## config.mk

```make
export PLATFORM = sky130hd
export DESIGN_NAME = id_stage
export DESIGN_NICKNAME = d
export VERILOG_FILES = /design/src/logic/decode_pkg.sv /design/src/logic/expand_if.sv /design/src/logic/rvc_expander.sv /design/src/logic/instr_decoder.sv /design/src/logic/issue_register.sv /design/src/logic/id_stage.sv
export VERILOG_INCLUDE_DIRS = /design/src /design/src/logic
export SDC_FILE = /design/constraint.sdc
export NUM_CORES = 1
export LEC_CHECK = 0
export ABC_CLOCK_PERIOD_IN_PS = 4100
export BUFFER_PORTS_ARGS = -buffer_cell sky130_fd_sc_hd__buf_2
export CAP_MARGIN = 10
export CORE_AREA = 2 2 126 128
export CTS_CLUSTER_DIAMETER = 60
export DETAILED_ROUTE_END_ITERATION = 7
export DIE_AREA = 0 0 128 130
export PLACE_DENSITY = 0.68
export SYNTH_ARGS = -nofsm -noshare
export SYNTH_HDL_FRONTEND = slang
export SYNTH_SLANG_ARGS = --single-unit
```

## constraint.sdc

```tcl
create_clock -name clk_i -period 4.1 [get_ports clk_i]
set_input_delay 0.41 -clock clk_i [delete_from_list [all_inputs] [get_ports clk_i]]
set_output_delay 0.41 -clock clk_i [all_outputs]
set_load 0.02 [all_outputs]
```

## src/logic/decode_settings.svh

```systemverilog
/*
  Widths and major opcode values for the instruction decode stage.
  Include this header wherever one of these macros is used.
*/
`ifndef DECODE_SETTINGS_SVH
`define DECODE_SETTINGS_SVH

`define ILEN       32
`define REG_ADDR_W 5

// RV32I major opcodes
`define OPC_LUI    7'b0110111
`define OPC_AUIPC  7'b0010111
`define OPC_JAL    7'b1101111
`define OPC_JALR   7'b1100111
`define OPC_BRANCH 7'b1100011
`define OPC_LOAD   7'b0000011
`define OPC_STORE  7'b0100011
`define OPC_OP_IMM 7'b0010011
`define OPC_OP     7'b0110011

`endif

```

## src/logic/decode_pkg.sv

```systemverilog
/*
  Types shared by the decode stage. The scoreboard entry leaves the decoder,
  the issue register holds one of them together with its valid bit.
*/
`include "decode_settings.svh"

package decode_pkg;

  // Functional unit that executes the instruction
  typedef enum logic [2:0] {
    FU_NONE,
    FU_ALU,
    FU_BRANCH,
    FU_LOAD,
    FU_STORE
  } fu_e;

  // Operation within the functional unit
  typedef enum logic [4:0] {
    ADD,
    SUB,
    SLL,
    SLT,
    SLTU,
    XOR,
    SRL,
    SRA,
    OR,
    AND,
    EQ,
    NE,
    LT,
    GE,
    LTU,
    GEU,
    JAL,
    JALR,
    LUI,
    AUIPC,
    LW,
    SW
  } op_e;

  typedef struct packed {
    logic [31:0]             pc;
    fu_e                     fu;
    op_e                     op;
    logic [`REG_ADDR_W-1:0]  rd;
    logic [`REG_ADDR_W-1:0]  rs1;
    logic [`REG_ADDR_W-1:0]  rs2;
    logic [31:0]             imm;
    logic                    illegal;
    logic                    is_compressed;
    logic                    is_ctrl_flow;
    logic [`ILEN-1:0]        orig_instr;
  } sb_entry_t;

  // Contents of the decode-to-issue register
  typedef struct packed {
    logic      valid;
    sb_entry_t sbe;
  } issue_reg_t;

endpackage

```

## src/logic/expand_if.sv

```systemverilog
/*
  Carries the expanded instruction and its flags from the compressed
  expander to the 32-bit decoder.
*/
`timescale 1ns/10ps
`include "decode_settings.svh"

interface expand_if;

  logic [`ILEN-1:0] instr;
  logic [`ILEN-1:0] fetch_instr;
  logic             is_compressed;
  logic             illegal;

  modport expander (
    output instr,
    output fetch_instr,
    output is_compressed,
    output illegal
  );

  modport decoder (
    input instr,
    input fetch_instr,
    input is_compressed,
    input illegal
  );

endinterface

```

## src/logic/rvc_expander.sv

```systemverilog
/*
  Expands a supported compressed word into its 32-bit equivalent.
  Unsupported compressed words are flagged and give a zero instruction,
  32-bit words pass straight through.
*/
`timescale 1ns/10ps
`include "decode_settings.svh"

module rvc_expander (
  input  logic [`ILEN-1:0] fetch_instr_i,
  expand_if.expander       exp
);

  logic [15:0]            c;
  logic [`REG_ADDR_W-1:0] rd_p;
  logic [`REG_ADDR_W-1:0] rs1_p;
  logic [`ILEN-1:0]       expanded;
  logic                   compressed;
  logic                   rvc_illegal;

  assign c          = fetch_instr_i[15:0];
  assign compressed = fetch_instr_i[1:0] != 2'b11;

  // Three bit register fields address x8 to x15
  assign rd_p  = {2'b01, c[4:2]};
  assign rs1_p = {2'b01, c[9:7]};

  always_comb begin
    expanded    = fetch_instr_i;
    rvc_illegal = 1'b0;

    if (compressed) begin
      expanded    = '0;
      rvc_illegal = 1'b1;

      unique case (c[1:0])
        // ------------------------------------------------------------------------
        // Quadrant 0
        // ------------------------------------------------------------------------
        2'b00: begin
          if (c[15:13] == 3'b010) begin
            // C.LW becomes lw rd', uimm(rs1')
            expanded    = {5'b0, c[5], c[12:10], c[6], 2'b00, rs1_p, 3'b010, rd_p,
                           `OPC_LOAD};
            rvc_illegal = 1'b0;
          end else if (c[15:13] == 3'b110) begin
            // C.SW, offset split around the rs2/rs1 fields
            expanded    = {5'b0, c[5], c[12], rd_p, rs1_p, 3'b010, c[11:10], c[6], 2'b00,
                           `OPC_STORE};
            rvc_illegal = 1'b0;
          end
        end

        // ------------------------------------------------------------------------
        // Quadrant 1
        // ------------------------------------------------------------------------
        2'b01: begin
          case (c[15:13])
            3'b000: begin
              // C.ADDI, rd = rd + sext(imm6)
              expanded    = {{6{c[12]}}, c[12], c[6:2], c[11:7], 3'b000, c[11:7],
                             `OPC_OP_IMM};
              rvc_illegal = 1'b0;
            end
            3'b010: begin
              // C.LI, rd = x0 + sext(imm6)
              expanded    = {{6{c[12]}}, c[12], c[6:2], 5'b0, 3'b000, c[11:7], `OPC_OP_IMM};
              rvc_illegal = 1'b0;
            end
            3'b101: begin
              // C.J becomes jal x0 with the scrambled offset rebuilt
              expanded    = {c[12], c[8], c[10:9], c[6], c[7], c[2], c[11], c[5:3],
                             c[12], {8{c[12]}}, 5'b0, `OPC_JAL};
              rvc_illegal = 1'b0;
            end
            3'b110, 3'b111: begin
              // C.BEQZ / C.BNEZ compare rs1' against x0, funct3 bit 0 from c[13]
              expanded    = {c[12], c[12], c[12], c[12], c[6:5], c[2], 5'b0, rs1_p,
                             2'b00, c[13], c[11:10], c[4:3], c[12], `OPC_BRANCH};
              rvc_illegal = 1'b0;
            end
            default: begin
              expanded    = '0;
              rvc_illegal = 1'b1;
            end
          endcase
        end

        // ------------------------------------------------------------------------
        // Quadrant 2
        // ------------------------------------------------------------------------
        2'b10: begin
          if (c[15:13] == 3'b100) begin
            if (!c[12]) begin
              if (c[6:2] == 5'b0) begin
                // C.JR, rs1 of zero is reserved
                if (c[11:7] != 5'b0) begin
                  expanded    = {12'b0, c[11:7], 3'b000, 5'b0, `OPC_JALR};
                  rvc_illegal = 1'b0;
                end
              end else begin
                // C.MV as add rd, x0, rs2
                expanded    = {7'b0, c[6:2], 5'b0, 3'b000, c[11:7], `OPC_OP};
                rvc_illegal = 1'b0;
              end
            end else if (c[6:2] != 5'b0) begin
              // C.ADD as add rd, rd, rs2
              expanded    = {7'b0, c[6:2], c[11:7], 3'b000, c[11:7], `OPC_OP};
              rvc_illegal = 1'b0;
            end
          end
        end

        default: begin
          expanded    = '0;
          rvc_illegal = 1'b1;
        end
      endcase
    end
  end

  assign exp.instr         = expanded;
  assign exp.fetch_instr   = fetch_instr_i;
  assign exp.is_compressed = compressed;
  assign exp.illegal       = rvc_illegal;

endmodule

```

## src/logic/instr_decoder.sv

```systemverilog
/*
  Turns one 32-bit RV32I instruction into a scoreboard entry.
  Unknown opcodes and funct combinations give an illegal entry.
*/
`timescale 1ns/10ps
`include "decode_settings.svh"

module instr_decoder (
  expand_if.decoder              exp,
  input  logic [31:0]            pc_i,
  output decode_pkg::sb_entry_t  entry_o
);

  import decode_pkg::*;

  logic [`ILEN-1:0]       instr;
  logic [6:0]             opcode;
  logic [2:0]             funct3;
  logic [6:0]             funct7;
  logic [31:0]            imm_i;
  logic [31:0]            imm_s;
  logic [31:0]            imm_b;
  logic [31:0]            imm_u;
  logic [31:0]            imm_j;
  fu_e                    fu;
  op_e                    op;
  logic [`REG_ADDR_W-1:0] rd;
  logic [`REG_ADDR_W-1:0] rs1;
  logic [`REG_ADDR_W-1:0] rs2;
  logic [31:0]            imm;
  logic                   ctrl_flow;
  logic                   unsupported;
  logic                   illegal;

  assign instr  = exp.instr;
  assign opcode = instr[6:0];
  assign funct3 = instr[14:12];
  assign funct7 = instr[31:25];

  // Immediate formats
  assign imm_i = {{20{instr[31]}}, instr[31:20]};
  assign imm_s = {{20{instr[31]}}, instr[31:25], instr[11:7]};
  assign imm_b = {{19{instr[31]}}, instr[31], instr[7], instr[30:25], instr[11:8], 1'b0};
  assign imm_u = {instr[31:12], 12'b0};
  assign imm_j = {{11{instr[31]}}, instr[31], instr[19:12], instr[20], instr[30:21], 1'b0};

  always_comb begin
    fu          = FU_NONE;
    op          = ADD;
    rd          = '0;
    rs1         = '0;
    rs2         = '0;
    imm         = '0;
    ctrl_flow   = 1'b0;
    unsupported = 1'b0;

    case (opcode)
      `OPC_LUI, `OPC_AUIPC: begin
        fu  = FU_ALU;
        op  = (opcode == `OPC_LUI) ? LUI : AUIPC;
        rd  = instr[11:7];
        imm = imm_u;
      end
      `OPC_JAL: begin
        fu        = FU_BRANCH;
        op        = JAL;
        rd        = instr[11:7];
        imm       = imm_j;
        ctrl_flow = 1'b1;
      end
      `OPC_JALR: begin
        fu          = FU_BRANCH;
        op          = JALR;
        rd          = instr[11:7];
        rs1         = instr[19:15];
        imm         = imm_i;
        ctrl_flow   = 1'b1;
        unsupported = funct3 != 3'b000;
      end
      `OPC_BRANCH: begin
        fu        = FU_BRANCH;
        rs1       = instr[19:15];
        rs2       = instr[24:20];
        imm       = imm_b;
        ctrl_flow = 1'b1;
        case (funct3)
          3'b000:  op = EQ;
          3'b001:  op = NE;
          3'b100:  op = LT;
          3'b101:  op = GE;
          3'b110:  op = LTU;
          3'b111:  op = GEU;
          default: unsupported = 1'b1;
        endcase
      end
      `OPC_LOAD: begin
        // Byte and half loads map onto LW
        fu          = FU_LOAD;
        op          = LW;
        rd          = instr[11:7];
        rs1         = instr[19:15];
        imm         = imm_i;
        unsupported = funct3 inside {3'b011, 3'b110, 3'b111};
      end
      `OPC_STORE: begin
        fu          = FU_STORE;
        op          = SW;
        rs1         = instr[19:15];
        rs2         = instr[24:20];
        imm         = imm_s;
        unsupported = funct3[2] || (funct3 == 3'b011);
      end
      `OPC_OP_IMM: begin
        fu  = FU_ALU;
        rd  = instr[11:7];
        rs1 = instr[19:15];
        imm = imm_i;
        case (funct3)
          3'b000: op = ADD;
          3'b010: op = SLT;
          3'b011: op = SLTU;
          3'b100: op = XOR;
          3'b110: op = OR;
          3'b111: op = AND;
          3'b001: begin
            op          = SLL;
            imm         = {27'b0, instr[24:20]};
            unsupported = funct7 != 7'b0000000;
          end
          default: begin
            // Shift right, funct7 picks logical or arithmetic
            op          = funct7[5] ? SRA : SRL;
            imm         = {27'b0, instr[24:20]};
            unsupported = (funct7 != 7'b0000000) && (funct7 != 7'b0100000);
          end
        endcase
      end
      `OPC_OP: begin
        fu  = FU_ALU;
        rd  = instr[11:7];
        rs1 = instr[19:15];
        rs2 = instr[24:20];
        if (funct7 == 7'b0000000) begin
          case (funct3)
            3'b000:  op = ADD;
            3'b001:  op = SLL;
            3'b010:  op = SLT;
            3'b011:  op = SLTU;
            3'b100:  op = XOR;
            3'b101:  op = SRL;
            3'b110:  op = OR;
            default: op = AND;
          endcase
        end else if (funct7 == 7'b0100000 && funct3 == 3'b000) begin
          op = SUB;
        end else if (funct7 == 7'b0100000 && funct3 == 3'b101) begin
          op = SRA;
        end else begin
          unsupported = 1'b1;
        end
      end
      default: unsupported = 1'b1;
    endcase
  end

  assign illegal = exp.illegal || unsupported;

  // An illegal entry only keeps its pc and where it came from
  always_comb begin
    entry_o               = '0;
    entry_o.pc            = pc_i;
    entry_o.orig_instr    = exp.fetch_instr;
    entry_o.is_compressed = exp.is_compressed;
    entry_o.illegal       = illegal;
    entry_o.fu            = FU_NONE;
    entry_o.op            = ADD;
    if (!illegal) begin
      entry_o.fu           = fu;
      entry_o.op           = op;
      entry_o.rd           = rd;
      entry_o.rs1          = rs1;
      entry_o.rs2          = rs2;
      entry_o.imm          = imm;
      entry_o.is_ctrl_flow = ctrl_flow;
    end
  end

endmodule

```

## src/logic/issue_register.sv

```systemverilog
/*
  Single entry register between decode and issue. Fetch is ready when
  the slot is empty or being acknowledged; flush drops the held entry.
*/
`timescale 1ns/10ps

module issue_register (
  input  logic                  clk_i,
  input  logic                  rst_ni,
  input  logic                  flush_i,
  input  logic                  fetch_valid_i,
  output logic                  fetch_ready_o,
  input  decode_pkg::sb_entry_t entry_i,
  input  logic                  issue_ack_i,
  output logic                  issue_valid_o,
  output decode_pkg::sb_entry_t entry_o
);

  import decode_pkg::*;

  issue_reg_t issue_d;
  issue_reg_t issue_q;
  logic       take;

  assign fetch_ready_o = fetch_valid_i && (!issue_q.valid || issue_ack_i);
  assign take          = fetch_valid_i && fetch_ready_o;

  // --------------------------------------------------------------------------
  // Next state, later steps win
  // --------------------------------------------------------------------------
  always_comb begin
    issue_d = issue_q;
    if (issue_ack_i) begin
      issue_d.valid = 1'b0;
    end
    if (take) begin
      issue_d.valid = 1'b1;
      issue_d.sbe   = entry_i;
    end
    if (flush_i) begin
      issue_d.valid = 1'b0;
    end
  end

  always_ff @(posedge clk_i or negedge rst_ni) begin
    if (!rst_ni) begin
      issue_q <= '0;
    end else begin
      issue_q <= issue_d;
    end
  end

  assign issue_valid_o = issue_q.valid;
  assign entry_o       = issue_q.sbe;

endmodule

```

## src/logic/id_stage.sv

```systemverilog
/*
  Instruction decode stage top level. Fetch words are expanded, decoded
  and held for the issue side, which takes them with issue_ack_i.
*/
`timescale 1ns/10ps
`include "decode_settings.svh"

module id_stage (
  input  logic                   clk_i,
  input  logic                   rst_ni,
  input  logic                   flush_i,
  // Fetch side
  input  logic                   fetch_valid_i,
  input  logic [`ILEN-1:0]       fetch_instr_i,
  input  logic [31:0]            fetch_pc_i,
  output logic                   fetch_ready_o,
  // Issue side
  output logic                   issue_valid_o,
  input  logic                   issue_ack_i,
  output logic [31:0]            issue_pc_o,
  output decode_pkg::fu_e        issue_fu_o,
  output decode_pkg::op_e        issue_op_o,
  output logic [`REG_ADDR_W-1:0] issue_rd_o,
  output logic [`REG_ADDR_W-1:0] issue_rs1_o,
  output logic [`REG_ADDR_W-1:0] issue_rs2_o,
  output logic [31:0]            issue_imm_o,
  output logic                   issue_illegal_o,
  output logic                   issue_compressed_o,
  output logic                   is_ctrl_flow_o,
  output logic [`ILEN-1:0]       orig_instr_o
);

  import decode_pkg::*;

  sb_entry_t decoded_entry;
  sb_entry_t held_entry;

  expand_if exp_bus ();

  rvc_expander u_expander (
    .fetch_instr_i (fetch_instr_i),
    .exp           (exp_bus.expander)
  );

  instr_decoder u_decoder (
    .exp     (exp_bus.decoder),
    .pc_i    (fetch_pc_i),
    .entry_o (decoded_entry)
  );

  issue_register u_issue_reg (
    .clk_i         (clk_i),
    .rst_ni        (rst_ni),
    .flush_i       (flush_i),
    .fetch_valid_i (fetch_valid_i),
    .fetch_ready_o (fetch_ready_o),
    .entry_i       (decoded_entry),
    .issue_ack_i   (issue_ack_i),
    .issue_valid_o (issue_valid_o),
    .entry_o       (held_entry)
  );

  // Held entry onto the plain issue ports
  assign issue_pc_o         = held_entry.pc;
  assign issue_fu_o         = held_entry.fu;
  assign issue_op_o         = held_entry.op;
  assign issue_rd_o         = held_entry.rd;
  assign issue_rs1_o        = held_entry.rs1;
  assign issue_rs2_o        = held_entry.rs2;
  assign issue_imm_o        = held_entry.imm;
  assign issue_illegal_o    = held_entry.illegal;
  assign issue_compressed_o = held_entry.is_compressed;
  assign is_ctrl_flow_o     = held_entry.is_ctrl_flow;
  assign orig_instr_o       = held_entry.orig_instr;

endmodule

```

Word level (Yosys, flattened, before mapping):

Cells that the tools add are included.
W data, S select, Z words.

* input port bits: 69
* register bits: 123
* word-level logic and storage cells: 117

* eq/ne operators: 26
* reductions and logical operators: 32
* muxes and demuxes: 47

Operators by type and width (number)
* $pmux W32 S6: 1
* $mux W32: 5
* $pmux W32 S4: 1
* $mux W123: 1
* $pmux W32 S3: 1
* $mux W55: 1
* $mux W25: 2
* $pmux W5 S8: 1
* $pmux W5 S7: 1
* $eq A7 B6 Y1 const B: 4
* $pmux W4 S7: 1
* $mux W27: 1
* $mux W5: 5
* $eq A3 B3 Y1 const B: 8
* $pmux W4 S6: 1
* $eq A7 B7 Y1 const B: 3
* $mux W20: 1
* $mux W1: 19
* $reduce_or A6 Y1: 3
* $eq A7 B5 Y1 const B: 2
* $pmux W3 S4: 1
* $reduce_bool A5 Y1: 2
* $eq A3 B2 Y1 const B: 3
* $reduce_bool A3 Y1: 3
* other kinds (23): 34

Logic depth before layout (Yosys ltp):

* depth after elaboration: 17
* mapped depth: 13
* depth with buffers taken out: 8

Hierarchy:

Synthesis repeated with hierarchy kept, for this count alone.

* cell total of the unflattened synthesis: 765
* area total of the unflattened synthesis: 8210.4 µm²

By module, submodules not included
* issue_register: times used 1, area an instance 4868.4 µm², cells each 263, sequential area each 3078.0 µm²
* instr_decoder: times used 1, area an instance 2025.7 µm², cells each 303, sequential area each 0.0 µm²
* rvc_expander: times used 1, area an instance 1316.3 µm², cells each 199, sequential area each 0.0 µm²

Worst setup path before layout:

OpenSTA, ideal clock, no wires.

* path kind: input to register
* start point: input port fetch_instr_i[15]
* end point: register u_issue_reg.issue_q (netlist bit u_issue_reg.entry_o[42])
* setup time: 0.122 ns
* required time: 3.978 ns
* slack: 1.202 ns
* data arrival time: 2.777 ns
* cell stages on the path: 11
* path buffers: 4
* cells stage by stage: buf_4 -> or3b_4 -> or2_4 -> o31a_1 -> buf_6 -> a32o_1 -> o211a_1 -> and2_1 -> buf_6 -> buf_6 -> a32o_1

* cells in the longest elaborated chain, start to end: 13
* elaborated cells between the ends (all ways): 62
* classes of those cells: 23 x eq/ne; 21 x mux; 18 x reduce/logical

RTL lines
* from (decl): line id_stage.sv:14 `` input logic [`ILEN-1:0] fetch_instr_i, ``
* $eq A3 B3 Y1 (on tied branches): line rvc_expander.sv:58, rvc_expander.sv:46
* $reduce_or A2 Y1 or $mux W27 (tied branches)
* $pmux W32 S4 or $mux W32 (tied branches): line rvc_expander.sv:58, rvc_expander.sv:41
* $pmux W32 S3: line rvc_expander.sv:36 `unique case (c[1:0])`
* $mux W32: line rvc_expander.sv:32 `if (compressed) begin`
* $eq A7 B6 Y1 or $eq A3 B3 Y1 (tied branches): line instr_decoder.sv:154, instr_decoder.sv:156, instr_decoder.sv:86
* $logic_and A1 B1 Y1: line instr_decoder.sv:156 `end else if (funct7 == 7'b0100000 && funct3 == 3'b101) begin`
* $mux W1: line instr_decoder.sv:156
* $mux W1: line instr_decoder.sv:154 `end else if (funct7 == 7'b0100000 && funct3 == 3'b000) begin`
* $mux W1: line instr_decoder.sv:143 `if (funct7 == 7'b0000000) begin`
* $pmux W1 S7: line instr_decoder.sv:57 `case (opcode)`
* $logic_or A1 B1 Y1: line instr_decoder.sv:166 `assign illegal = exp.illegal || unsupported;`
* $mux W55 (*): line instr_decoder.sv:177 `if (!illegal) begin`
* to (signal assigned): line issue_register.sv:49 `issue_q <= issue_d;`
* to (decl): line issue_register.sv:22 `issue_reg_t issue_q;`

Every way passes the cells marked *; elsewhere a longest branch is shown, timed or not.
A chain may end at the register's enable or synchronous reset.

Final worst setup path:

* start point: input port fetch_instr_i[15]
* end point: register u_issue_reg.issue_q (netlist bit u_issue_reg.entry_o[56])

Same word-level chain as after synthesis.

==> metrics.md <==
| Metric | Value |
|---|---|
| Outcome | finished clean |
| Layout cells sized above 1 | 0.275 |
| Buffers on Ports | 192 |
| Worst Tran Pin Value | 1030 ps |
| Mapped Nets | 856 |
| Relative slew margins | 0.310 |
| EDFF count, synth | 0 |
| Placed insts | 1,142 |
| Worst min-delay path category | in2reg |
| Post-synthesis xor/xnor area fraction | 0 |
| Initial core utilization | 0.426 |
| Yosys warnings | 0 |
| Max_cap viols | 0 |
| RSZ-0062 raised after global routing | false |
| Placed Area | between 0.007 and 0.008 sq mm |
| Total iterations of the first detailed-routing run | 7 |
| # hold bufs at CTS | 0 |
| IO Count | between 150 and 200 |
| Vias in the first global route | 6,208 |
| FF-to-FF Start | u_issue_reg.issue_valid_o |
| Largest net degree at the start of global routing | 89 |
| CP Max Fanout | 28 |
| Post-route insts no fill | 1,173 |
| Number of CTS-inserted buffers | 17 |
| Clock Latency Late Sink | between 400 and 500 ps |
| Post-synthesis compound-gate area fraction | 0.236 |
| Final Cycle Share | 0.811 |
| Clk buf depth | 2 |
| Final setup viols | 0 |
| Largest family of logic cells by synthesized area | simple AND/OR/NAND/NOR gates |
| Final Hold Viols | 0 |
| Setup TNS | 0 ps |
| Asr flop ratio synth | 1.00 |
| R2r endpoint | u_issue_reg.entry_o[72] |
| GRT Residual Overflow | 0 |
| Clk pin slew, worst setup/hold paths | around 60 ps |
| CP Data Required Time | 4400 ps |
| CTS tree | built |
| Maximum VDD drop | between 0.2 and 0.3 mV |
| First-pass GRT wire length | around 35,000 microns |
| Setup crit start kind | input pin |
| Post-Synth Simple-Gate Area | 0.244 |
| # nets final | between 1,000 and 1,500 |
| Final WL | around 23,000 microns |
| Worst setup endpoint | u_issue_reg.entry_o[56] |
| Gr usage total | 0.276 |
| Row cnt | 46 |
| CP endpoint kind | flop |
| Vias/cell | between 5 and 6 |
| Final RePlAce weighted congestion | 1.05 |
| Critical path data arrival time | 3620 ps |
| Max Clk Rate | between 300 and 400 MHz |
| Top cells by area, synth | dfrtp_1 (47%), nand2_1 (14%), o21ai_0 (4.1%) |
| Initial DRC Count | 767 |
| Clk Tree Root Cell | clkbuf_16 |
| Area grow syn2layout | 26.4% |
| H-tree depth | 4 |
| Synthesized flop and latch total | 123 |
| Cell count after synthesis | 787 |
| Most common cell in the netlist | nand2_1 |
| Standby leakage power | around 4.2 nW |
| Unique masters post-synth | 75 |
| CTS resizes | 0 |
| Clock sink count | 123 |
| Mapped cell area | approximately 0.0066 sq mm |
| Pwr dens | 432 mW/mm^2 |
| Worst Skew | 4.57 ps |
| Post-CTS Setup Inserts | 0 |
| Post-synth top cells | nand2_1 (243), dfrtp_1 (123), o21ai_0 (54) |
| R2R depth | 8 |
| Slew Limit Fails | 0 |
| ANT cells | 0 |
| DR DRC count | 0 |
| Leading area contributor after synthesis | dfrtp_1 |
| Post-synthesis mux area share | 0.00476 |
| Chip Width | between 100 and 150 microns |
| Die height | 130 microns |
| Routed WL per cell | 19.5 microns |
| Most used flip-flop cell after synthesis | dfrtp_1 |
| Post-DP HPWL | roughly 17,000 microns |
| Adder-cell area share of the yosys netlist | 0 |
| Setup Crit Path Kind | in2reg |
| Initial antenna violation count | 0 |
| Fin area | 0.00831 sq mm |
| Syn Area/Cell | approximately 8.4 sq um |
| Final ANT Viol Nets | 0 |
| Core area | between 0.015 and 0.02 sq mm |
| Layout fillers | 1,481 |
| R2R setup slack | 1860 ps |
| Yosys top cell area share | 0.468 |
| Worst setup path startpoint | fetch_instr_i[15] |
| Sequential area share after synthesis | 0.468 |
| Minimum clock period | 3330 ps |
| DR vias | 6,718 |
| Die area | 0.0166 sq mm |
## power breakdown
part           internal (mW)  switching (mW)  leakage (nW)
Clock                  0.966           0.554         0.282
Combinational          0.227           0.496          2.28
Sequential              1.30          0.0432          1.60
## stage by stage
| step | util | setup WS (ps) | power [mW] | hold WS [ps] |
|---|---|---|---|---|
| 2_1_floorplan | - | 1200 | 1.80 | 114 |
| 3_3_place_gp | 0.500 | 520 | 2.08 | 452 |
| 3_5_place_dp | 0.500 | 424 | 2.08 | 457 |
| 4_1_cts | 0.539 | 831 | 3.61 | 130 |
| 5_1_grt | 0.539 | 651 | 3.74 | 138 |
| 6_report | 0.539 | 775 | 3.59 | 139 |
## worst min-delay path by stage
stage,cells after the start,start,to
3_3_place_gp,2,u_issue_reg.entry_o[99],u_issue_reg.entry_o[99]
3_5_place_dp,2,u_issue_reg.entry_o[120],u_issue_reg.entry_o[120]
4_1_cts,2,flush_i,u_issue_reg.issue_valid_o
5_1_grt,2,flush_i,u_issue_reg.issue_valid_o
6_report,2,flush_i,u_issue_reg.issue_valid_o
2_1_floorplan,0,rst_ni,u_issue_reg.entry_o[0]
## critical path, cell delays in order
cell,delay (ps)
buf_2,400
or3b_4,470
or2_4,290
o31ai_2,530
a211oi_1,140
buf_4,190
a32o_1,300
or3_1,430
nand3_1,100
buf_4,240
o21ai_1,110
## layout by cell type, fill, tap and decap left out, drive strengths merged, types with 14 or more instances in the layout
cell / Yosys / layout
inv: 13 / 14
clkbuf: 39 / 20
nand2: 243 / 243
o21ai: 80 / 80
nand3: 16 / 16
dfrtp: 123 / 123
a21oi: 32 / 32
a22oi: 16 / 16
nor2: 42 / 42
buf: 16 / 218
a32o: 21 / 21
## cell type report
class | instances | area (sq um) | share of cell area
repair buffers | 218 | 1160 | 0.139
clock buffers | 20 | 447 | 0.0538
flip-flops and latches | 123 | 3080 | 0.370
inverters | 13 | 48.8 | 0.00587
multi-input cells | 596 | 3190 | 0.384
clock inverters | 11 | 145 | 0.0175
well taps | 192 | 240 | 0.0289
## per-layer routing
metal  vias to the layer above  global-route usage  wire, microns
met5                         -                   0              0
met4                         0               0.139            932
met3                        60              0.0603           1780
met2                       347               0.430          10500
met1                      3179               0.366           9740
li1                       3132                   -              -
## cell families (layout without fill, tap and decap cells)
family / Yosys count / count (layout)
AND/OR/NAND/NOR: 365 / 365
AO/OA/AOI/OAI: 228 / 228
flip-flops: 123 / 123
buffers and inverters: 68 / 262
multiplexers: 3 / 3
## flip-flops by register name, indices dropped and copies added (netlist names)
name and cells:
u_issue_reg.entry_o 122, u_issue_reg.issue_valid_o 1
(Power assumes the default switching activity.)
